`src/vpu_config.svh`:
```
`ifndef VPU_CONFIG_SVH
`define VPU_CONFIG_SVH

// lanes per beat, each one word wide
`define VPU_LANES       4
`define VPU_WORD        32

// vector register file entries
`define VPU_RF_DEPTH    16

// beats held by each stream FIFO
`define VPU_FIFO_DEPTH  8

// stages from MAC issue to register file write, at least 2
`define VPU_MAC_LAT     2

`endif

```
`src/vpu_pkg.sv`:
```
`include "vpu_config.svh"

package vpu_pkg;

    // one register file entry or one beat payload
    typedef logic [`VPU_LANES-1:0][`VPU_WORD-1:0] lane_vec_t;

    typedef logic [`VPU_LANES-1:0] lane_mask_t;  // one bit per lane

    typedef logic [$clog2(`VPU_RF_DEPTH)-1:0] rf_addr_t;
    typedef logic [$clog2(`VPU_RF_DEPTH):0]   itr_t;  // 1 .. RF_DEPTH

    typedef struct packed {
        lane_vec_t  data;
        lane_mask_t lane_mask;
        logic       last;
    } stream_beat_t;

    typedef enum logic [1:0] {
        OP_VMV        = 2'd0,
        OP_VMACC      = 2'd1,
        OP_VSTREAMOUT = 2'd2,
        OP_END        = 2'd3
    } vpu_op_e;

    typedef struct packed {
        vpu_op_e  op;
        rf_addr_t vd;
        rf_addr_t vs;
        itr_t     itr;
    } vec_instr_t;

    typedef enum logic {
        STEADY_OFF = 1'b0,
        STEADY_ON  = 1'b1
    } steady_e;

    // register file write port, lanes with a clear mask bit are kept
    typedef struct packed {
        rf_addr_t   wr_addr;
        lane_mask_t wr_mask;
        lane_vec_t  wr_data;
    } rf_wr_t;

endpackage

```
`src/vec_regfile.sv`:
```
`timescale 1ns/1ns
`include "vpu_config.svh"

module vec_regfile import vpu_pkg::*; (
    input  logic      clk,
    input  rf_addr_t  i_rd_addr1,
    input  rf_addr_t  i_rd_addr2,
    output lane_vec_t o_rd_data1,
    output lane_vec_t o_rd_data2,
    input  rf_wr_t    i_wr
);

    lane_vec_t mem [`VPU_RF_DEPTH];

    // port 1 feeds the accumulator, port 2 the multiplier and stream-out
    assign o_rd_data1 = mem[i_rd_addr1];
    assign o_rd_data2 = mem[i_rd_addr2];

    always_ff @(posedge clk) begin
        for (int l = 0; l < `VPU_LANES; l++) begin
            if (i_wr.wr_mask[l]) begin
                mem[i_wr.wr_addr][l] <= i_wr.wr_data[l];  // masked lanes keep old value
            end
        end
    end

endmodule

```
`config.mk`:
```
export PLATFORM = sky130hd
export DESIGN_NAME = vec_regfile
export DESIGN_NICKNAME = d
export VERILOG_FILES = /design/src/vpu_pkg.sv /design/src/vec_regfile.sv
export VERILOG_INCLUDE_DIRS = /design/src
export SDC_FILE = /design/constraint.sdc
export NUM_CORES = 2
export LEC_CHECK = 0
export BUFFER_PORTS_ARGS = -buffer_cell sky130_fd_sc_hd__buf_4
export CORE_AREA = 2 2 518 726
export CTS_CLUSTER_SIZE = 20
export DETAILED_ROUTE_END_ITERATION = 10
export DIE_AREA = 0 0 520 728
export PLACE_DENSITY_LB_ADDON = 0.12
export SYNTH_ARGS = -nofsm -noshare
export SYNTH_HDL_FRONTEND = slang
export SYNTH_SLANG_ARGS = --single-unit
```
`constraint.sdc`:
```
create_clock -name clk -period 3 [get_ports clk]
set_input_delay 0.6 -clock clk [delete_from_list [all_inputs] [get_ports clk]]
set_output_delay 0.6 -clock clk [all_outputs]
set_load 0.01 [all_outputs]
```
==> implementation parameters <==
Parameter                              Value

Run status
  Outcome ... finished with violations
  Violated checks ... DRC, setup timing

Worst setup path
  Crit-path cells ... buf_4 > mux4_2 > a22oi_2 > nand2_2 > buf_6
  Class of the most critical setup path ... reg2out
  Slowest Stage Delay on Critical Path ... 0.47 ns
  Element type at the critical path end ... primary output
  Nature of the critical path startpoint ... flop
  Arrival time reported for the critical path endpoint ... 2.44 ns
  Worst endpoint required time ... 2.40 ns
  Worst Setup SP ... mem[3][5]
  Family with the most delay on the worst path ... multiplexers
  Levels on crit path ... 5
  Critical path's slowest cell ... mux4_2
  Worst path bufs/invs ... 2
  Maximum net fanout on the critical path ... 2

Finish
  Flip-flop count of the largest register, all copies and words added ... 2048
  Area added between synthesis and finish ... 30.4%
  Share of post-route cells with drive strength above 1 ... 49.2%
  Count of nets after finishing ... 5860
  Top Registers ... mem (2048)
  Most flop-heavy register ... mem
  Utilization of the core after routing ... 32.6%

STA
  Total negative slack for setup checks ... -0.187 ns
  Worst slew pin tran ... 0.825 ns
  Worst slew margin ... 45.0%
  Unrepaired setup endpoints after global routing ... true
  Slew Limit Fails ... 0
  Period minus WS final ... 3.04 ns
  Setup-violating endpoint count in the final report ... 10
  Share of the clock period used by the worst path ... 101%
  Worst setup slack after layout ... -0.0386 ns
  Achievable clock frequency ... 329 MHz
  Hold violation count in the final report ... 0

CTS
  Root cell of the clock tree ... clkbuf_16
  Num CTS Buffers ... 228
  Maximum buffer depth of the clock tree ... 4
  Clock sink total ... 2048
  Clock tree from TritonCTS ... done
  Clock transition time at the flip-flop clock pins of the worst setup and hold paths ... 0.06 ns
  Htree depth ... 4

Routing
  Detailed-routing iteration count for the pre-antenna-repair pass ... 11
  Wire length after detailed routing ... 374 mm
  Detailed-route via count ... 54.6k
  Number of DRC violations after detailed-routing iteration 0 ... 4607
  Antenna-violating nets left ... 0
  Average detailed-routed wire length per instance ... 34.5 um
  DRC errors left ... 64
  Number of vias per cell ... 5.03

Placement
  Final weighted congestion of routability-driven global placement ... 0.763
  Port Buf Inserts ... 400
  Post-detailed-placement half-perimeter wirelength ... 231 mm

Pwr
  Switching power summed over all nets ... 17.1 mW
  Register share of total power ... 46.8%
  Share of power burned in the clock network ... 40.8%
  Switching share of power ... 24.8%
  Power density cells ... 570 mW/mm2
  Leakage power ... 39.7 nW
  Combinational group share of total power ... 12.4%
  P_int ... 51.9 mW
  Highest ir drop seen on vdd ... 0.411 mV

Die
  Die outline width ... 520 um
  CORE AREA ... 0.372 mm2
  Boundary Pins ... 401
  Number of rows created at floorplan ... 265
  Die outline height ... 728 um
  Overall die area ... 0.379 mm2
  Initial core utilization ... 25.0%

Yosys
  Synthesized Nets ... 4741
  Avg Cell Area, Syn ... 20.2 um2
  Area fraction of the dominant cell type after synthesis ... 66.3%
  Flops & latches, synth ... 2048
  Top-count cell post-synth ... edfxtp_1
  Largest area contributor in the netlist ... edfxtp_1
  Prevailing post-synth register cell ... edfxtp_1
  Mapped cell area ... 0.0928 mm2
  Ranking of synthesized cells by instance count ... edfxtp_1 (2048), mux4_2 (891), a22oi_1 (392), mux2i_1 (280), nand2_1 (208)
  Count of yosys warnings during synthesis ... 0
  Number of standard cells after synthesis ... 4596
  Most area-consuming cells after synthesis ... edfxtp_1 (66%), mux4_2 (22%), a22oi_1 (3.2%)
  Sequential element share of the synthesized area ... 66.3%
  Asr flop ratio synth ... 0%
  Number of flops mapped to enable cells by yosys ... 2048
  Number of different library cells in the post-synthesis netlist ... 33

Min path
  Class of the tightest hold or removal check ... in2reg
  Startpoint of the most critical hold path ... i_wr[131]
  Hold path cells ... 2

Global routing
  First-pass GRT wire length ... 507 mm
  Overall fraction of global-route tracks in use ... 19.3%
  Via count of the first global-routing pass ... 58.7k
  Number of antenna violations at the first check in global routing ... 54
  Maximum number of pins on one net before global-route repair ... 47
  Residual overflow from global routing ... 0

Flow run
  Total of max-cap violations ... 0
==> routing by layer <==
layer | vias up | GRT usage, % | part of all wire [%]
li1 | 22300 | - | -
met4 | 28 | 4.44 | 2.5
met3 | 477 | 2.77 | 4.3
met5 | - | 0 | 0.046
met1 | 30300 | 25.0 | 42
met2 | 1482 | 34.1 | 51
==> power by group through the flow <==
stage | registers (mW) | logic, mW | clock network [mW]
after floorplan | 32.9 | 3.47 | 0
after global placement | 32.9 | 7.65 | 0
after detailed placement | 32.9 | 7.65 | 0
after CTS | 32.3 | 8.51 | 29.1
after global routing | 32.4 | 8.99 | 30.0
final | 32.3 | 8.54 | 28.2
==> layout by cell type, fill, tap and decap left out, types with 12 or more instances in the layout <==
master            n
a21oi_1          36
nor2_1           16
o221ai_1         49
mux4_2          891
o21ai_1          16
nand2_1         106
clkbuf_16       236
nand3_1          20
buf_12          246
bufinv_16        24
mux2_2           23
nand2_2          87
nor2_4           12
buf_4           690
buf_16           40
clkinv_2         42
nand2_4          14
a22oi_2         228
buf_6           126
mux2i_1         266
clkbuf_1         29
clkinv_1         57
edfxtp_1       2048
diode_2          21
dlygate4sd3_1   128
a21oi_2          51
a22oi_1         164
and2_2           66
==> logic make-up after synthesis <==
family                 share of synthesized area, %
AO/OA/AOI/OAI                                  4.79
buffers and inverters                          2.20
flip-flops                                     66.3
multiplexers                                   25.0
AND/OR/NAND/NOR                                1.74
==> through the flow <==
stage	total power [mW]	std cells	worst slack, ns	instance area (um2)	hold WS, ns
after floorplan	36.3	4596	0.476	92800	0.699
after global placement	40.5	10200	-0.322	108000	0.906
after detailed placement	40.6	10200	-0.297	108000	0.909
after CTS	70.0	10800	-0.131	120000	0.184
after global routing	71.3	10800	-0.114	121000	0.234
final	69.1	10900	-0.0386	121000	0.288
==> final timing paths <==
path,slack (ns),end
worst min-delay path,0.29,mem[14][101]
worst max-delay path,-0.04,o_rd_data2[5]
==> cell type report <==
| cell class | instances | area (um2) |
|---|---|---|
| clock buffer | 257 | 5810 |
| tap | 4939 | 6180 |
| timing repair buffer | 1250 | 14400 |
| sequential | 2048 | 61500 |
| antenna | 21 | 52.6 |
| inverter | 4 | 20.0 |
| multi-input combinational | 2183 | 31600 |
| clock inverter | 151 | 1460 |
| fill | 35400 | 251000 |
==> repair_timing <==
action | 4_1_cts | 5_1_grt
resized for setup | 532 | 141
hold endpoints to repair | 2012 | 0
setup endpoints to repair | 240 | 178
cloned | 18 | 8
hold buffers | 128 | 0
pin swaps | 229 | 83
setup buffers | 44 | 63
(Power assumes the default switching activity.)
