`src/vpu_config.svh`:
```
`ifndef VPU_CONFIG_SVH
`define VPU_CONFIG_SVH

// lanes per beat, each one word wide
`define VPU_LANES       4
`define VPU_WORD        32

// vector register file entries
`define VPU_RF_DEPTH    16

// beats held by each stream FIFO
`define VPU_FIFO_DEPTH  8

// stages from MAC issue to register file write, at least 2
`define VPU_MAC_LAT     2

`endif

```
`src/vpu_pkg.sv`:
```
`include "vpu_config.svh"

package vpu_pkg;

    // one register file entry or one beat payload
    typedef logic [`VPU_LANES-1:0][`VPU_WORD-1:0] lane_vec_t;

    typedef logic [`VPU_LANES-1:0] lane_mask_t;  // one bit per lane

    typedef logic [$clog2(`VPU_RF_DEPTH)-1:0] rf_addr_t;
    typedef logic [$clog2(`VPU_RF_DEPTH):0]   itr_t;  // 1 .. RF_DEPTH

    typedef struct packed {
        lane_vec_t  data;
        lane_mask_t lane_mask;
        logic       last;
    } stream_beat_t;

    typedef enum logic [1:0] {
        OP_VMV        = 2'd0,
        OP_VMACC      = 2'd1,
        OP_VSTREAMOUT = 2'd2,
        OP_END        = 2'd3
    } vpu_op_e;

    typedef struct packed {
        vpu_op_e  op;
        rf_addr_t vd;
        rf_addr_t vs;
        itr_t     itr;
    } vec_instr_t;

    typedef enum logic {
        STEADY_OFF = 1'b0,
        STEADY_ON  = 1'b1
    } steady_e;

    // register file write port, lanes with a clear mask bit are kept
    typedef struct packed {
        rf_addr_t   wr_addr;
        lane_mask_t wr_mask;
        lane_vec_t  wr_data;
    } rf_wr_t;

endpackage

```
`src/vec_addr_gen.sv`:
```
`timescale 1ns/1ns
`include "vpu_config.svh"

module vec_addr_gen import vpu_pkg::*; (
    input  logic       clk,
    input  logic       rst,
    input  logic       i_start,
    input  vec_instr_t i_instr,
    input  logic       i_in_empty,
    input  logic       i_out_full,
    input  logic       i_wb_pending,
    output rf_addr_t   o_rd_addr_vd,
    output rf_addr_t   o_rd_addr_vs,
    output logic       o_issue,
    output logic       o_pop_in,
    output logic       o_push_out,
    output logic       o_last,
    output rf_wr_t     o_clr_wr,
    output rf_addr_t   o_wb_addr,
    output logic       o_done
);

    vpu_op_e  op_q;    // OP_END doubles as idle
    vpu_op_e  op_cur;
    itr_t     k_q;
    logic     drain_q;
    logic     step;
    logic     last;
    rf_addr_t vd_k;
    rf_addr_t vs_k;

    // the start cycle already runs index 0
    assign op_cur = i_start ? i_instr.op : op_q;

    assign vd_k = i_instr.vd + rf_addr_t'(k_q);
    assign vs_k = i_instr.vs + rf_addr_t'(k_q);
    assign last = (k_q == itr_t'(i_instr.itr - 1'b1));

    always_comb begin
        case (op_cur)
            OP_VMV:        step = 1'b1;                      // one clear per cycle
            OP_VMACC:      step = !i_in_empty && !drain_q;   // wait for a stream beat
            OP_VSTREAMOUT: step = !i_out_full;               // back-pressure
            default:       step = 1'b0;
        endcase
    end

    // vmacc finishes once the last write reaches the final stage
    assign o_done = (step && last && (op_cur != OP_VMACC)) || (drain_q && !i_wb_pending);

    always_ff @(posedge clk) begin
        if (rst) begin
            op_q    <= OP_END;
            k_q     <= '0;
            drain_q <= 1'b0;
        end else if (o_done) begin
            op_q    <= OP_END;
            k_q     <= '0;
            drain_q <= 1'b0;
        end else begin
            if (i_start) begin
                op_q <= i_instr.op;
            end
            if (step) begin
                if (last) begin
                    k_q     <= '0;
                    drain_q <= (op_cur == OP_VMACC);
                end else begin
                    k_q <= k_q + 1'b1;
                end
            end
        end
    end

    assign o_rd_addr_vd = vd_k;
    assign o_rd_addr_vs = vs_k;
    assign o_wb_addr    = vd_k;  // delayed inside the MAC pipe
    assign o_issue      = step && (op_cur == OP_VMACC);
    assign o_pop_in     = o_issue;  // each MAC index eats one beat
    assign o_push_out   = step && (op_cur == OP_VSTREAMOUT);
    assign o_last       = last;

    assign o_clr_wr.wr_addr = vd_k;
    assign o_clr_wr.wr_mask = {`VPU_LANES{step && (op_cur == OP_VMV)}};
    assign o_clr_wr.wr_data = '0;

endmodule

```
`config.mk`:
```
export PLATFORM = sky130hd
export DESIGN_NAME = vec_addr_gen
export DESIGN_NICKNAME = d
export VERILOG_FILES = /design/src/vpu_pkg.sv /design/src/vec_addr_gen.sv
export VERILOG_INCLUDE_DIRS = /design/src
export SDC_FILE = /design/constraint.sdc
export NUM_CORES = 1
export LEC_CHECK = 0
export BUFFER_PORTS_ARGS = -buffer_cell sky130_fd_sc_hd__buf_2
export CAP_MARGIN = 10
export CORE_MARGIN = 2
export CORE_UTILIZATION = 38
export CTS_BUF_LIST = sky130_fd_sc_hd__clkbuf_8
export DETAILED_ROUTE_END_ITERATION = 10
export GPL_TIMING_DRIVEN = 0
export PLACE_DENSITY_LB_ADDON = 0.08
export SLEW_MARGIN = 20
export SYNTH_ARGS = -nofsm -noshare
export SYNTH_HDL_FRONTEND = slang
export SYNTH_SLANG_ARGS = --single-unit
```
`constraint.sdc`:
```
create_clock -name clk -period 2.1 [get_ports clk]
set_input_delay 0.105 -clock clk [delete_from_list [all_inputs] [get_ports clk]]
set_output_delay 0.105 -clock clk [all_outputs]
set_load 0.005 [all_outputs]
```
==> results.sh <==
export IMPL_seqPwrFrac_pct=20.4
export IMPL_swShare_pct=31.9
export IMPL_place_inst=472
export IMPL_dpl_worst_slack_ns=0.189
export IMPL_worstSkewPairLatency_ns=0.23
export IMPL_p_int_mw=0.570
export IMPL_drive_above_1_share_pct=48.0
export IMPL_ys_flop_type="dfxtp_1"
export IMPL_dr_first_iter_drc_count=13
export IMPL_power_mw=0.836
export IMPL_portBuffers=45
export IMPL_grt_use_total_pct=11.5
export IMPL_die_h_um=73.8
export IMPL_gp_congestion=0.733
export IMPL_rows=25
export IMPL_cts_max_level=1
export IMPL_cp_end_kind="output port"
export IMPL_synth_async_reset_ratio_pct=0
export IMPL_post_route_period_util_pct=92.6
export IMPL_setup_violations=0
export IMPL_syn_inst=233
export IMPL_core_area_um2=4720
export IMPL_cts_num_sinks=8
export IMPL_yosysMostFrequentCell="buf_4"
export IMPL_leakage_nw=1.75
export IMPL_utilization_pct=56.7
export IMPL_cts_root_buf="clkbuf_8"
export IMPL_maxCapViolCount=0
export IMPL_yosysSeqAreaShare_pct=8.65
export IMPL_grt_max_degree=11
export IMPL_antenna_found_initial=0
export IMPL_dieArea_um2=5440
export IMPL_grt_ovfl_total=0
export IMPL_worst_pin_slew_ns=0.498
export IMPL_routed_via_density=3.12
export IMPL_pwr_share_clk_pct=22.3
export IMPL_drc=0
export IMPL_rsz0062_at_grt="no"
export IMPL_yosys_register_bits=8
export IMPL_syn_to_final_growth_pct=44.7
export IMPL_crit_chain="xnor3_1 > nand3_2 > nor3_2 > buf_6 > o21ai_1 > o21bai_1 > buf_2"
export IMPL_initial_core_util_pct=39.2
export IMPL_cellPowerDensity_nw_per_um2=312
export IMPL_required_ns=2.00
export IMPL_wire_per_inst_um=7.32
export IMPL_skew_ns=0.000783
export IMPL_status="complete, no violations"
export IMPL_synth_cell_types=36
export IMPL_clockBufferDepth=2
export IMPL_cp_slowest_cell="xnor3_1"
export IMPL_setup_slack_ns=0.156
export IMPL_layout_cells_non_filler=475
export IMPL_hold_viol=0
export IMPL_path_max_fanout=10
export IMPL_cpPeakStageDelay_ns=0.41
export IMPL_ys_top_cells_by_count="140 x buf_4, 9 x inv_1, 8 x dfxtp_1, 8 x ha_1, 8 x xnor2_1"
export IMPL_dr_pass1_iters=4
export IMPL_synth_top_area_share_pct=56.8
export IMPL_yosysWarnings=0
export IMPL_startpoint_type="flop"
export IMPL_critical_path_class="reg2out"
export IMPL_finalMaxSlewViolations=0
export IMPL_syn_cell_area_um2=1850
export IMPL_power_switching_mw=0.267
export IMPL_num_nets_final=441
export IMPL_max_freq_mhz=514
export IMPL_setup_tns_ns=0
export IMPL_synth_area_leaders="buf_4 57%, dfxtp_1 8.7%, ha_1 5.4%, xnor2_1 3.8%, fa_1 2.2%"
export IMPL_cts_made_buffers=3
export IMPL_grt_pass1_vias=1149
export IMPL_grt_first_pass_wirelength_mm=5.09
export IMPL_cts_tree="built"
export IMPL_synth_largest_area_cell="buf_4"
export IMPL_synth_edff_count=0
export IMPL_min_period_ns=1.94
export IMPL_io_pins=174
export IMPL_die_x_um=73.8
export IMPL_vias=1481
export IMPL_cts_hold_buf=0
export IMPL_power_frac_comb_pct=57.3
export IMPL_drt_total_wl_mm=3.48
export IMPL_ir_drop_mv=0.432
export IMPL_slew_headroom_pct=66.6
export IMPL_worstPathArrival_ns=1.84
export IMPL_antenna_left=0
export IMPL_cts_reportedPaths_clkPinSlew_ns=0.04
export IMPL_antennaDiodeCount=0
export IMPL_dpl_hpwl_mm=3.23
export IMPL_postSynthAreaPerCell_um2=7.94
export IMPL_hold_path_class="in2reg"
-- what timing repair did --
item,in CTS,in global routing
endpoints found under the setup margin,0,1
gates resized for setup,0,1
setup buffers,0,0
-- cell type report --
cell class / count / area (um2)
timing repair buffer: 45 / 225
fill: 469 / 2050
multi-input combinational: 200 / 1060
buffer: 143 / 1070
sequential: 8 / 160
clock buffer: 3 / 41.3
tap: 67 / 83.8
inverter: 9 / 33.8
-- critical path: cells and delay by family (launching register included) --
family / cells / cell delay [ns]
buffers and inverters: 2 / 0.30
AO/OA/AOI/OAI: 2 / 0.27
flip-flops: 1 / 0.38
XOR/XNOR: 1 / 0.41
AND/OR/NAND/NOR: 2 / 0.24
-- worst paths after layout --
check | slack, ns | end | cells past startpoint | from
hold reg to reg | 0.50 | drain_q | 2 | drain_q
setup / recovery | 0.16 | o_done | 7 | k_q[2]
hold / removal | 0.18 | op_q[0] | 3 | rst
setup reg to reg | 0.19 | k_q[3] | 6 | k_q[2]
-- per-layer routing --
metal / wire length, um / GRT usage (%)
met1: 1290 / 13.0
met2: 1780 / 22.4
met3: 410 / 3.02
met4: 0 / 0.606
met5: 0 / 0
-- power by group through the flow --
| stage | Combinational, mW | Clock, mW | Sequential (mW) |
|---|---|---|---|
| floorplan | 0.375 | 0 | 0.169 |
| global route | 0.540 | 0.200 | 0.171 |
| CTS | 0.470 | 0.195 | 0.170 |
| finish | 0.479 | 0.187 | 0.170 |
| global placement | 0.466 | 0 | 0.173 |
| detailed placement | 0.469 | 0 | 0.173 |
-- flip-flops by register name, indices dropped and copies added (netlist names) --
name / count
drain_q: 1
k_q: 5
op_q: 2
-- cells in the final DEF (no fill, tap or decap), drive strengths merged --
| cell type | count |
|---|---|
| ha | 8 |
| a211o | 1 |
| or4 | 2 |
| xor2 | 4 |
| clkbuf | 3 |
| nor4b | 1 |
| a21o | 2 |
| mux2 | 2 |
| nand3b | 1 |
| mux2i | 2 |
| buf | 188 |
| inv | 9 |
| conb | 128 |
| or2 | 1 |
| nor4 | 1 |
| nand2 | 6 |
| a311o | 1 |
| nor3b | 1 |
| nand3 | 4 |
| nor3 | 4 |
| or3 | 1 |
| a21oi | 6 |
| fa | 2 |
| o21ai | 2 |
| xnor3 | 1 |
| nor2b | 1 |
| xnor2 | 8 |
| a2bb2oi | 3 |
| nor2 | 6 |
| o21bai | 1 |
| dfxtp | 8 |
-- kinds of logic after synthesis --
| family | after synthesis | synth area share (%) |
|---|---|---|
| compound gates | 16 | 5.88 |
| xor+xnor | 13 | 6.90 |
| fa+ha+maj | 10 | 7.57 |
| buf+inv | 152 | 59.7 |
| flops | 8 | 8.65 |
| mux | 4 | 2.50 |
| other cells | 1 | 0.203 |
| simple gates | 29 | 8.59 |
-- metrics by stage --
step / hold slack, ns / cell area (um2)
6_report: 0.177 / 2680
5_1_grt: 0.189 / 2680
4_1_cts: 0.167 / 2680
3_5_place_dp: 0.403 / 2640
3_3_place_gp: 0.407 / 2640
2_1_floorplan: 0.241 / 2330
(Power assumes the default switching activity.)
