$ cat config.mk
export PLATFORM = sky130hd
export DESIGN_NAME = vec_instr_regs
export DESIGN_NICKNAME = d
export VERILOG_FILES = /design/src/vpu_pkg.sv /design/src/vec_instr_regs.sv
export VERILOG_INCLUDE_DIRS = /design/src
export SDC_FILE = /design/constraint.sdc
export NUM_CORES = 1
export LEC_CHECK = 0
export ABC_CLOCK_PERIOD_IN_PS = 1500
export BUFFER_PORTS_ARGS = -buffer_cell sky130_fd_sc_hd__buf_4
export CAP_MARGIN = 20
export CORE_ASPECT_RATIO = 0.9
export CORE_MARGIN = 1.5
export CORE_UTILIZATION = 39
export CTS_CLUSTER_SIZE = 40
export DETAILED_ROUTE_END_ITERATION = 12
export HOLD_SLACK_MARGIN = 0.05
export PLACE_DENSITY = 0.71
export SYNTH_ARGS = -nofsm -noshare
export SYNTH_HDL_FRONTEND = slang
export SYNTH_SLANG_ARGS = --single-unit
export TNS_END_PERCENT = 30
$ cat constraint.sdc
create_clock -name clk -period 1.5 [get_ports clk]
set_input_delay 0.15 -clock clk [delete_from_list [all_inputs] [get_ports clk]]
set_output_delay 0.15 -clock clk [all_outputs]
set_load 0.01 [all_outputs]
$ cat src/vpu_config.svh
`ifndef VPU_CONFIG_SVH
`define VPU_CONFIG_SVH

// lanes per beat, each one word wide
`define VPU_LANES       4
`define VPU_WORD        32

// vector register file entries
`define VPU_RF_DEPTH    16

// beats held by each stream FIFO
`define VPU_FIFO_DEPTH  8

// stages from MAC issue to register file write, at least 2
`define VPU_MAC_LAT     2

`endif

$ cat src/vpu_pkg.sv
`include "vpu_config.svh"

package vpu_pkg;

    // one register file entry or one beat payload
    typedef logic [`VPU_LANES-1:0][`VPU_WORD-1:0] lane_vec_t;

    typedef logic [`VPU_LANES-1:0] lane_mask_t;  // one bit per lane

    typedef logic [$clog2(`VPU_RF_DEPTH)-1:0] rf_addr_t;
    typedef logic [$clog2(`VPU_RF_DEPTH):0]   itr_t;  // 1 .. RF_DEPTH

    typedef struct packed {
        lane_vec_t  data;
        lane_mask_t lane_mask;
        logic       last;
    } stream_beat_t;

    typedef enum logic [1:0] {
        OP_VMV        = 2'd0,
        OP_VMACC      = 2'd1,
        OP_VSTREAMOUT = 2'd2,
        OP_END        = 2'd3
    } vpu_op_e;

    typedef struct packed {
        vpu_op_e  op;
        rf_addr_t vd;
        rf_addr_t vs;
        itr_t     itr;
    } vec_instr_t;

    typedef enum logic {
        STEADY_OFF = 1'b0,
        STEADY_ON  = 1'b1
    } steady_e;

    // register file write port, lanes with a clear mask bit are kept
    typedef struct packed {
        rf_addr_t   wr_addr;
        lane_mask_t wr_mask;
        lane_vec_t  wr_data;
    } rf_wr_t;

endpackage

$ cat src/vec_instr_regs.sv
`timescale 1ns/1ns

module vec_instr_regs import vpu_pkg::*; (
    input  logic       clk,
    input  logic       rst,
    input  logic       i_done_loader,
    input  logic       i_instr_valid,
    input  vec_instr_t i_instr,
    input  logic       i_done,
    output vec_instr_t o_instr,
    output logic       o_start,
    output logic       o_busy,
    output logic       o_steady,
    output logic       o_ap_done
);

    steady_e    state_q;
    steady_e    state_d;
    vec_instr_t instr_q;
    logic       busy_q;
    logic       start_q;
    logic       ap_done_q;
    logic       accept;
    logic       accept_end;
    logic       accept_op;

    // instructions are taken only in steady state and while idle
    assign accept     = i_instr_valid && !busy_q && (state_q == STEADY_ON);
    assign accept_end = accept && (i_instr.op == OP_END);
    assign accept_op  = accept && (i_instr.op != OP_END);

    always_comb begin
        state_d = state_q;
        case (state_q)
            STEADY_OFF: begin
                if (i_done_loader) begin
                    state_d = STEADY_ON;
                end
            end
            STEADY_ON: begin
                if (accept_end) begin
                    state_d = STEADY_OFF;  // drops together with ap_done
                end
            end
            default: state_d = STEADY_OFF;
        endcase
    end

    always_ff @(posedge clk) begin
        if (rst) begin
            state_q   <= STEADY_OFF;
            busy_q    <= 1'b0;
            start_q   <= 1'b0;
            ap_done_q <= 1'b0;
        end else begin
            state_q   <= state_d;
            start_q   <= accept_op;
            ap_done_q <= accept_end;  // single cycle
            if (accept_op) begin
                busy_q <= 1'b1;
            end else if (i_done) begin
                busy_q <= 1'b0;
            end
        end
    end

    // instruction fields stay put until the next accept
    always_ff @(posedge clk) begin
        if (accept) begin
            instr_q <= i_instr;
        end
    end

    assign o_instr   = instr_q;
    assign o_start   = start_q;  // same cycle as the latched fields
    assign o_busy    = busy_q;
    assign o_steady  = (state_q == STEADY_ON);
    assign o_ap_done = ap_done_q;

endmodule

==> results.py <==
metrics = {
    "pwr": {
        "power_per_cell_area_mw_per_mm2": 891,
        "p_sw_frac": 0.208,
        "internal_power_component_uw": 780,
        "power.clock.fraction": 0.253,
        "post-layout-total-power_uw": 985,
        "power.combinational.fraction": 0.139,
        "p_switching_uw": 205,
        "leak_pwr_nw": 0.472,
        "power.ir.vdd_worst_mv": 0.766,
        "seqPwrFrac": 0.607,
    },
    "min_path": {
        "min_delay_worst_endpoint": "o_steady",
        "timing.hold.worst.start": "i_done_loader",
        "min_path_cells": 3,
        "worst_hold_path_type": "in -> reg",
    },
    "clock_network": {
        "clk_pin_slew_ns": 0.10,
        "number_of_levels_in_the_clock_h_tree": 1,
        "tritoncts_buffers": 3,
        "cts_resized": 0,
        "skew_pair_late_insertion_delay_ns": 0.29,
        "tritoncts": "built",
        "clock_tree.buffer_depth": 2,
        "clkSinkCount": 19,
        "clock_tree.root_cell": "sky130_fd_sc_hd__clkbuf_4",
    },
    "cells_and_area": {
        "nNetsFinal": 110,
        "areaGrowthSynthToFinish_pct": 85.3,
        "final_util": 0.773,
        "layoutNonFillerInstCount": 104,
        "drive_gt1_frac": 0.494,
        "postLayoutCellArea_sq_mm": 0.00111,
        "insertedDiodeCount": 0,
    },
    "timing": {
        "hold_violations": 0,
        "whs_ns": 0.188,
        "setup_viol_count_final": 0,
        "fin_setup_tns_ns": 0,
        "finalWorstSetupSlack_ns": 0.386,
        "fin_skew_ns": 0.00329,
        "layout_min_cycle_time_ns": 1.11,
        "worst_slew_margin_rel": 0.866,
        "max_slew_violations": 0,
        "worstMarginPinSlew_ns": 0.201,
        "max_freq_mhz": 898,
        "period_utilization_post_route": 0.743,
        "rsz_0062_raised_after_global_routing": "no",
    },
    "die": {
        "core-area_sq_mm": 0.00143,
        "die_boundary_width_um": 44.2,
        "fp.dieArea_sq_mm": 0.00177,
        "chipHeight_um": 40.1,
        "floorplan.initialDensity": 0.417,
        "rows": 13,
        "floorplan.io_pins": 39,
    },
    "route": {
        "first_iter_violations": 10,
        "routed_wire_length_per_instance_um": 13.3,
        "detailedRoute.firstPassIterationCount": 4,
        "vias_cell": 4.58,
        "route.vias.total": 476,
        "totalWireLength_mm": 1.39,
        "antenna_violating_nets_post_route": 0,
        "route.detailed.drc": 0,
    },
    "setup_path": {
        "worstPathArrival_ns": 1.11,
        "max_stage_delay_ns": 0.34,
        "worst_r2r_endpoint": "o_instr[13]",
        "crit_type": "reg -> reg",
        "critical_path.slowest_cell": "sky130_fd_sc_hd__dfxtp_1",
        "critical_path_launch_point_type": "register",
        "ff2ff_setup_slack_ns": 0.39,
        "critical_path.cell_chain": "and3b_1 > buf_4",
        "worstPathRequired_ns": 1.50,
        "worstReg2RegStart": "o_busy",
        "timing.reg2reg.worst_path_depth": 2,
        "critical_path_peak_fanout": 15,
        "critPathCaptureType": "register",
    },
    "synth": {
        "synthSimpleGateAreaFrac": 0.0692,
        "post_synth_main_area_contributors": "sky130_fd_sc_hd__edfxtp_1 (75%), sky130_fd_sc_hd__dfxtp_1 (13%), sky130_fd_sc_hd__a211oi_2 (2.1%), sky130_fd_sc_hd__nand4bb_1 (1.9%), sky130_fd_sc_hd__nor2_1 (1.9%)",
        "synth_top_family_by_area": "simple AND/OR/NAND/NOR gates",
        "syn_inst": 29,
        "netlist.area_leader.share": 0.755,
        "synth.most_common_cell": "sky130_fd_sc_hd__edfxtp_1",
        "syn-mean-instance-area_sq_um": 20.6,
        "synth_seq_cells": 19,
        "synth_xor_area_frac": 0,
        "synth_nets": 49,
        "post_synth_fa_ha_maj_area_fraction": 0,
        "synth_compound_area_frac": 0.0356,
        "synth_flop_cell": "sky130_fd_sc_hd__edfxtp_1",
        "synth.cell_area_sq_um": 597,
        "ys.warnings.count": 0,
        "synthArstFlopShare": 0,
        "post_synth_num_cell_types": 10,
        "synth-edff-count": 15,
        "netlist_top_cells_count": "sky130_fd_sc_hd__edfxtp_1 (15), sky130_fd_sc_hd__dfxtp_1 (4), sky130_fd_sc_hd__nor2_1 (3)",
        "yosysTopAreaCell": "sky130_fd_sc_hd__edfxtp_1",
        "yosysSeqAreaShare": 0.889,
        "mux_cell_area_share_after_synthesis": 0,
    },
    "global_routing": {
        "grt_start_max_net_pins": 16,
        "antenna_found_initial": 0,
        "grt_pass1_wl_mm": 1.98,
        "global_route.overflow_total": 0,
        "grt_usage": 0.179,
        "vias_in_the_first_global_route": 422,
    },
    "place": {
        "buffer_ports.inserted": 38,
        "dpl.hpwl_um": 907,
        "dpl.cell_count": 83,
        "place_worst_setup_slack_ns": 0.399,
        "detailed_place.area_sq_um": 908,
        "routability_driven_placement_congestion_ratio": 0.615,
    },
    "outcome": {
        "run_status": "finished, final reports clean",
    },
    "run": {
        "timing.max_cap.violations": 0,
    },
}
how the worst max path moves through the flow:
| stage | from | end | slack [ns] | cells after the start |
|---|---|---|---|---|
| 6_report | o_busy | o_instr[13] | 0.39 | 2 |
| 5_1_grt | o_steady | o_instr[9] | 0.33 | 2 |
| 4_1_cts | o_steady | o_instr[0] | 0.39 | 2 |
| 3_5_place_dp | o_busy | o_instr[0] | 0.40 | 2 |
| 3_3_place_gp | o_busy | o_instr[11] | 0.42 | 2 |
| 2_1_floorplan | o_steady | o_instr[0] | 0.22 | 1 |
layer usage:
layer  part of all wire  track usage
met4             0.0087        0.136
met2               0.57        0.294
met1               0.35        0.193
met3              0.062       0.0676
met5                  0            0
worst max-delay path, delay by kind of cell, from the launching register on:
kind,cells,cell delay [ns]
buffers and inverters,1,0.23
flip-flops,1,0.34
AND/OR/NAND/NOR,1,0.24
placed cells by master, fill, tap and decap left out:
cell type	synthesis	routed
sky130_fd_sc_hd__clkinv_2	0	1
sky130_fd_sc_hd__inv_1	1	1
sky130_fd_sc_hd__nor2_1	3	3
sky130_fd_sc_hd__dlygate4sd3_1	0	17
sky130_fd_sc_hd__o32ai_1	1	1
sky130_fd_sc_hd__buf_4	0	39
sky130_fd_sc_hd__nand2_1	1	1
sky130_fd_sc_hd__dfxtp_1	4	4
sky130_fd_sc_hd__and2_1	1	1
sky130_fd_sc_hd__clkbuf_4	0	3
sky130_fd_sc_hd__nand4bb_1	1	1
sky130_fd_sc_hd__and3b_1	1	1
sky130_fd_sc_hd__a211oi_2	1	1
sky130_fd_sc_hd__edfxtp_1	15	15
cell type report:
cell class | count | area, sq um
clock inverters | 1 | 5.00
fillers | 94 | 325
clock buffers | 3 | 22.5
repair buffers | 56 | 463
inverters | 1 | 3.75
multi-input cells | 9 | 62.6
flip-flops and latches | 19 | 531
well taps | 15 | 18.8
what timing repair did:
action / 4_1_cts / 5_1_grt
hold buffers: 17 / 0
endpoints found under the hold margin: 17 / 0
buffers inserted: 0 / 0
flip-flops by register name (all words and copies together), names as in the netlist:
name       flops
o_ap_done      1
o_busy         1
o_instr       15
o_start        1
o_steady       1
power by group through the flow:
stage / Clock [mW] / Combinational, mW / Sequential (mW)
final: 0.249 / 0.137 / 0.598
after global routing: 0.292 / 0.147 / 0.601
after CTS: 0.264 / 0.137 / 0.599
after detailed placement: 0 / 0.101 / 0.611
after global placement: 0 / 0.0993 / 0.610
after floorplan: 0 / 0.0160 / 0.621
cells by family (layout without fill, tap and decap cells):
logic type             after synthesis  in the layout
DFF                                 19             19
and+or+nand+nor                      7              7
AOI/OAI and AO/OA                    2              2
buffers and inverters                1             61
No activity file was read; power rests on OpenSTA's default activity.
