### src/vpu_config.svh
`ifndef VPU_CONFIG_SVH
`define VPU_CONFIG_SVH

// lanes per beat, each one word wide
`define VPU_LANES       4
`define VPU_WORD        32

// vector register file entries
`define VPU_RF_DEPTH    16

// beats held by each stream FIFO
`define VPU_FIFO_DEPTH  8

// stages from MAC issue to register file write, at least 2
`define VPU_MAC_LAT     2

`endif

### src/vpu_pkg.sv
`include "vpu_config.svh"

package vpu_pkg;

    // one register file entry or one beat payload
    typedef logic [`VPU_LANES-1:0][`VPU_WORD-1:0] lane_vec_t;

    typedef logic [`VPU_LANES-1:0] lane_mask_t;  // one bit per lane

    typedef logic [$clog2(`VPU_RF_DEPTH)-1:0] rf_addr_t;
    typedef logic [$clog2(`VPU_RF_DEPTH):0]   itr_t;  // 1 .. RF_DEPTH

    typedef struct packed {
        lane_vec_t  data;
        lane_mask_t lane_mask;
        logic       last;
    } stream_beat_t;

    typedef enum logic [1:0] {
        OP_VMV        = 2'd0,
        OP_VMACC      = 2'd1,
        OP_VSTREAMOUT = 2'd2,
        OP_END        = 2'd3
    } vpu_op_e;

    typedef struct packed {
        vpu_op_e  op;
        rf_addr_t vd;
        rf_addr_t vs;
        itr_t     itr;
    } vec_instr_t;

    typedef enum logic {
        STEADY_OFF = 1'b0,
        STEADY_ON  = 1'b1
    } steady_e;

    // register file write port, lanes with a clear mask bit are kept
    typedef struct packed {
        rf_addr_t   wr_addr;
        lane_mask_t wr_mask;
        lane_vec_t  wr_data;
    } rf_wr_t;

endpackage

### src/beat_fifo.sv
`timescale 1ns/1ns

module beat_fifo import vpu_pkg::*; #(
    parameter int DEPTH = 8
) (
    input  logic         clk,
    input  logic         rst,
    input  logic         i_push,
    input  stream_beat_t i_din,
    input  logic         i_pop,
    output stream_beat_t o_dout,
    output logic         o_empty,
    output logic         o_full
);

    localparam int AW = $clog2(DEPTH);

    stream_beat_t mem [DEPTH];
    logic [AW-1:0] wr_ptr_q;
    logic [AW-1:0] rd_ptr_q;
    logic [AW:0]   count_q;
    logic          do_push;
    logic          do_pop;

    assign o_empty = (count_q == '0);
    assign o_full  = (count_q == DEPTH[AW:0]);

    // requests on full or empty are dropped here
    assign do_push = i_push && !o_full;
    assign do_pop  = i_pop && !o_empty;

    assign o_dout = mem[rd_ptr_q];  // head is visible without a pop

    always_ff @(posedge clk) begin
        if (do_push) begin
            mem[wr_ptr_q] <= i_din;
        end
    end

    always_ff @(posedge clk) begin
        if (rst) begin
            wr_ptr_q <= '0;
            rd_ptr_q <= '0;
            count_q  <= '0;
        end else begin
            if (do_push) begin
                wr_ptr_q <= (wr_ptr_q == AW'(DEPTH - 1)) ? '0 : wr_ptr_q + 1'b1;
            end
            if (do_pop) begin
                rd_ptr_q <= (rd_ptr_q == AW'(DEPTH - 1)) ? '0 : rd_ptr_q + 1'b1;
            end
            case ({do_push, do_pop})
                2'b10:   count_q <= count_q + 1'b1;
                2'b01:   count_q <= count_q - 1'b1;
                default: count_q <= count_q;
            endcase
        end
    end

endmodule

### config.mk
export PLATFORM = sky130hd
export DESIGN_NAME = beat_fifo
export DESIGN_NICKNAME = d
export VERILOG_FILES = /design/src/vpu_pkg.sv /design/src/beat_fifo.sv
export VERILOG_INCLUDE_DIRS = /design/src
export SDC_FILE = /design/constraint.sdc
export NUM_CORES = 1
export LEC_CHECK = 0
export BUFFER_PORTS_ARGS = -buffer_cell sky130_fd_sc_hd__buf_2
export CORE_MARGIN = 2
export CORE_UTILIZATION = 35
export DETAILED_ROUTE_END_ITERATION = 7
export PLACE_DENSITY = 0.48
export SYNTH_ARGS = -nofsm -noshare
export SYNTH_HDL_FRONTEND = slang
export SYNTH_SLANG_ARGS = --single-unit
### constraint.sdc
create_clock -name clk -period 19.2 [get_ports clk]
set_input_delay 3.84 -clock clk [delete_from_list [all_inputs] [get_ports clk]]
set_output_delay 3.84 -clock clk [all_outputs]
set_load 0.02 [all_outputs]
==> impl_metrics.toml, run 1 <==
[run_status]
status = "finished, final reports clean"

[min_path]
holdPathStages = 2
hp-class = "register to register"
hp-start = "rd_ptr_q[2]$_SDFFE_PP0N_"

[place]
gp_congestion = 0.674
hpwl_mm = 44.9
placed_cells = 3360
port_buffers = 271

[floorplan]
dieArea_um2 = 119000
io_pins = 272
initial_utilization_pct = 35.1
rows = 125
die_y_um = 345
die_w_um = 345
core_area_um2 = 116000

[drt]
dr_wl_met3_mm = 4.44
firstDrtPassIters = 5
dr_wl_met2_mm = 43.8
ant_nets = 0
wl_met1_mm = 38.1
vias_per_cell = 4.95
drt_iter0_drc = 1147
vias = 17700
wirelength_mm = 88.1
wl_per_cell_um = 24.7
dr.max_layer_used = "met5"
drc = 0

[sta]
hold_violations = 0
max_freq_ghz = 0.125
fin_tns_setup_ns = 0
fin_hold_ws_ns = 0.473
slew_headroom_pct = 24.8
tightest_slew_ns = 1.13
rsz0062_at_grt = "false"
fin_skew_ns = 0.0182
finalMaxSlewViolations = 0
setup_viol = 0
finalCritPeriodShare_pct = 41.8
min_period_ns = 8.03

[worst_setup_path]
cp_top_family = "buffers and inverters"
reg2reg_from = "count_q[0]$_SDFFE_PP0P_"
worstRegToRegCells = 5
crit_buf_inv = 3
end_kind = "output port"
r2r-end = "mem[4][107]$_DFFE_PP_"
worstPathCellList = "buf_4 -> buf_12 -> mux4_2 -> mux2_2 -> buf_2"
cp-start-kind = "register"
criticalPathCategory = "register to output port"
ff2ff_setup_slack_ns = 15.93
crit_fanout = 100
cpMaxStageDelayCell = "buf_4"
crit_arrival_ns = 4.19
slowest_delay_ns = 0.78
required_ns = 15.36

[clock_network]
clock_latency_ns = 0.69
cts_inserted_buffers = 112
cts_resized = 0
cts.sinks = 1077
cts_tree = "done"
cts-hold-fix-buffers = 0
h-tree-depth = 3
clockBufferDepth = 3
ctsRootBufferMaster = "clkbuf_16"
clk_transition_reported_paths_ns = 0.06
post_cts_buffers = 0

[yosys]
synth_area_per_cell_um2 = 25.1
yosysWarnings = 0
synth_seq_cells = 1077
ys_types = 30
synthCells = 1618
ys_seq_area_share_pct = 79.3
synth_area_um2 = 40600
synth_fp_nets = 1762

[finish]
final_common_cell = "edfxtp_1"
area_growth_syn_to_layout_pct = 16.2
layout-drive-gt1-share_pct = 42.4
utilization_pct = 40.8
layout_common_cells = "edfxtp_1, buf_2, mux4_2"
fin_nets = 2094
fin_cells = 3571

[global_routing]
first_global_vias = 19300
antenna_found_initial = 21
grt_pass1_wl_mm = 129
grt_max_degree = 102
grt_overflow_total = 0
grtUsageTotal_pct = 14.9

[pwr]
p_per_area_nw_per_um2 = 129
max-vdd-ir-drop_uv = 91.4
p_leak_nw = 14.8

[job]
maxCapViolations = 0
## worst max-delay path by stage
stage / end / cells past startpoint / slack, ns / from
floorplan: mem[0][0]$_DFFE_PP_ / 3 / 1.52 / i_push
global placement: o_dout[54] / 5 / 11.72 / register
detailed placement: o_dout[105] / 5 / 11.72 / register
CTS: o_dout[54] / 5 / 10.95 / register
global route: o_dout[23] / 5 / 10.76 / register
finish: o_dout[23] / 5 / 11.17 / register
## power breakdown
group / total (W) / switching (W) / internal (W)
registers: 0.00277 / 0.0000507 / 0.00272
logic: 0.00125 / 0.000678 / 0.000576
clock network: 0.00204 / 0.000872 / 0.00117
total: 0.00607 / 0.00160 / 0.00447
## cells by family (layout without fill, tap and decap cells)
group,after synthesis,in the layout,synth area share (%)
and+or+nand+nor,34,34,0.428
other,0,2,0
adders and majority gates,7,7,0.216
AOI/OAI and AO/OA,12,12,0.188
xor gates and xnor gates,3,3,0.0647
DFF,1077,1077,79.3
muxes,403,403,18.5
buffers and inverters,82,509,1.30
## final cells by class
type,instances,area (µm²)
clock buffer,140,2970
tap,1524,1910
timing repair buffer,299,1670
clock inverter,69,493
multi-input combinational,459,7940
inverter,1,3.75
sequential,1077,32200
antenna,2,5.00
fill,10200,68500
## stage by stage
step	setup slack (ns)	power, W	area [µm²]
after floorplan	1.52	0.00379	40600
after global placement	11.72	0.00410	43700
after detailed placement	11.72	0.00412	43700
after CTS	10.95	0.00619	47200
after global routing	10.76	0.00635	47200
final	11.17	0.00607	47200
## Yosys cell counts (all sizes together)
master  count  area share (%)
dfxtp      13            0.64
nand2b      2           0.031
ha          7            0.22
mux4      266              15
nor3        7           0.086
nand3b      1           0.018
a21oi       7           0.086
nor2        9           0.083
a21bo       1           0.025
nor4        2           0.031
nor3b       1           0.018
and2        1           0.015
nor2b       1           0.015
clkbuf     21            0.20
or3         2           0.031
or3b        1           0.022
buf        60             1.1
xor2        3           0.065
o21ai       1           0.012
a41oi       1           0.022
nand2       6           0.055
o41ai       2           0.043
inv         1          0.0092
edfxtp   1064              79
mux2      135             3.7
mux2i       2           0.049
nor4b       1           0.022
## routing by layer
layer  vias up  global-route usage [%]
met5         -                       0
met4        26                    3.97
met3       137                    3.41
met2       352                    24.9
met1      9540                    19.5
li1       7637                       -
## state kept, by name, indices dropped and copies added, names as in the netlist, named ones only
signal	count
count_q	4
mem	1064
rd_ptr_q	3
wr_ptr_q	3
## worst min-delay path: stages, from the launching register on
cell and delay [ns]:
dfxtp_1 0.31, nand2_1 0.05, a21oi_1 0.07
No activity file was read; power rests on OpenSTA's default activity.
==> run 2: changes to the inputs <==
- ABC_AREA: not set -> 1
- clock period: 19.2 -> 7.85 ns (I/O delays scaled with it)
==> run 2 against run 1 <==
  * Flip-flop and latch count stayed put
  * First-iteration DRC count is 64% higher
  * Sequential power is 150% higher
  * Total power increased to 2.6 times the previous value
  * Utilization is 0.17 points higher
  * Sequential share of layout area decreased by 1.8 points
  * Critical path type unchanged
  * Largest cell class unchanged
==> impl_metrics.toml, run 2 <==
[clock_network]
h-tree-depth = 3
clockBufferDepth = 3
cts_resized = 0
cts_tree = "done"
cts-hold-fix-buffers = 0
clk_transition_reported_paths_ns = 0.06
ctsRootBufferMaster = "clkbuf_16"
cts_inserted_buffers = 116
post_cts_buffers = 0
clock_latency_ns = 0.70
cts.sinks = 1077

[worst_setup_path]
ff2ff_setup_slack_ns = 4.76
crit_arrival_ns = 3.77
criticalPathCategory = "register to output port"
cp-start-kind = "register"
crit_fanout = 138
end_kind = "output port"
required_ns = 6.28
worstRegToRegCells = 8
reg2reg_from = "count_q[1]$_SDFFE_PP0P_"
r2r-end = "mem[7][74]$_DFFE_PP_"
endpoint = "o_dout[103]"

[min_path]
hp-class = "register to register"

[finish]
design_area_um2 = 48500
fin_nets = 3456
final_common_cell = "edfxtp_1"
largestRegisters = "mem (1064), count_q (4)"
largest-register = "mem"
fin_cells = 5010
largest_reg_flops = 1064
layout_common_cells = "edfxtp_1, nor2_1, o21ai_0"
area_growth_syn_to_layout_pct = 15.7
layout-drive-gt1-share_pct = 13.9

[place]
placed_cells = 4794
placed_area_um2 = 44800
gp_congestion = 0.699
hpwl_mm = 48.5
port_buffers = 271

[sta]
min_period_ns = 5.34
finalCritPeriodShare_pct = 68.0
finalMaxSlewViolations = 0
slew_headroom_pct = 15.2
setup_viol = 0
max_freq_ghz = 0.187
fin_hold_ws_ns = 0.487
fin_skew_ns = 0.0240
rsz0062_at_grt = "false"
hold_violations = 0
tightest_slew_ns = 1.27

[yosys]
post-synth-top-count-cell = "edfxtp_1"
ys_async_sr_fraction_pct = 0
synth_top_flop_cell = "edfxtp_1"
synth_top_area_share_pct = 76.2
synth_seq_cells = 1077
synthTopCellsByArea = "edfxtp_1, o21ai_0, nor2_1"
ys_seq_area_share_pct = 76.8
synth_area_per_cell_um2 = 13.6
synth_area_um2 = 41900
ys_types = 25
synth_edf_count = 1064
yosysTopAreaCell = "edfxtp_1"
yosysWarnings = 0
synth_fp_nets = 3226
synthCells = 3082
synthTopCellsByCount = "edfxtp_1, nor2_1, o21ai_0"

[drt]
vias = 24700
firstDrtPassIters = 5
drc = 0
drt_iter0_drc = 1885
wirelength_mm = 103
wl_per_cell_um = 20.5
vias_per_cell = 4.92
ant_nets = 0

[floorplan]
dieArea_um2 = 123000
core_area_um2 = 118000
die_y_um = 350
rows = 126
io_pins = 272
die_w_um = 350
initial_utilization_pct = 35.4

[pwr]
max-vdd-ir-drop_uv = 192
p_leak_nw = 16.4
p_per_area_nw_per_um2 = 320

[global_routing]
first_global_vias = 24300
grt_max_degree = 219
grtUsageTotal_pct = 16.4
antenna_found_initial = 27
grt_overflow_total = 0
grt_pass1_wl_mm = 153

[job]
maxCapViolations = 0

[run_status]
status = "finished, final reports clean"
## run 2: cell count changes after synthesis, sizes merged, moves of 6 or more
| cell | delta |
|---|---|
| clkbuf | +110 |
| inv | +16 |
| mux2 | -135 |
| mux2i | +131 |
| mux4 | -266 |
| nand2 | +413 |
| nand3 | +6 |
| nor2 | +540 |
| nor3 | -7 |
| o21ai | +534 |
| o22ai | +133 |
## run 2: critical path, stage by stage, from the launching register on
cell	delay [ns]
dfxtp_4	0.66
buf_12	0.60
buf_4	0.78
nor2_1	0.11
nor2_1	0.11
o21ai_0	0.11
o21ai_0	0.12
nand2_1	0.07
nand2_1	0.14
buf_2	0.18
## run 2: cell families (layout without fill, tap and decap cells)
group                    after synthesis  in the layout  share of synthesized area [%]
AND/OR/NAND/NOR                      976            976                           8.78
buffers and inverters                209            534                           2.44
XOR/XNOR                               3              3                         0.0627
flip-flops                          1077           1077                           76.8
AO/OA/AOI/OAI                        677            677                           8.49
other                                  0              3                              0
adder cells (fa/ha/maj)                7              7                          0.209
multiplexers                         133            133                           3.18
## run 2: area by class of cell
type	instances	area, µm²
Tap cell	1600	2000
Antenna cell	3	7.51
Clock buffer	157	3140
Timing Repair Buffer	304	1780
Fill cell	11100	69900
Clock inverter	56	534
Sequential cell	1077	32200
Inverter	17	76.3
Multi-Input combinational cell	1796	8740
## run 2: worst min-delay path by stage
stage / cells past startpoint / endpoint / slack, ns / startpoint
after floorplan: 2 / register / 0.46 / rd_ptr_q[1]$_SDFFE_PP0N_
after global placement: 2 / register / 0.48 / rd_ptr_q[1]$_SDFFE_PP0N_
after detailed placement: 2 / register / 0.48 / rd_ptr_q[1]$_SDFFE_PP0N_
after CTS: 2 / register / 0.49 / rd_ptr_q[1]$_SDFFE_PP0N_
after global routing: 2 / register / 0.52 / rd_ptr_q[1]$_SDFFE_PP0N_
final: 2 / register / 0.49 / rd_ptr_q[1]$_SDFFE_PP0N_
## run 2: per-stage QoR
step / power, W / setup TNS, ns / setup WS, ns / utilization (%)
CTS: 0.0157 / 0 / 2.47 / 41.0
detailed placement: 0.0104 / 0 / 3.22 / 37.9
finish: 0.0155 / 0 / 2.51 / 41.0
floorplan: 0.00932 / -140.11 / -0.236 / -
global placement: 0.0104 / 0 / 3.23 / 37.9
global route: 0.0163 / 0 / 2.25 / 41.0
## run 2: per-layer routing
| layer | global-route usage, % | share of wire (%) | vias up | routed length (µm) |
|---|---|---|---|---|
| met5 | 0 | 0.22 | - | 222 |
| met4 | 4.86 | 2.0 | 34 | 2040 |
| met3 | 3.38 | 5.0 | 177 | 5160 |
| met2 | 26.3 | 47 | 504 | 47800 |
| met1 | 22.6 | 46 | 12300 | 47500 |
| li1 | - | - | 11700 | - |
## run 2: report_power, final
part	leakage (nW)	total (W)	internal [W]	switching, W
Combinational	4.84	0.00338	0.000981	0.00240
Sequential	9.76	0.00685	0.00673	0.000114
Clock	1.79	0.00529	0.00311	0.00219
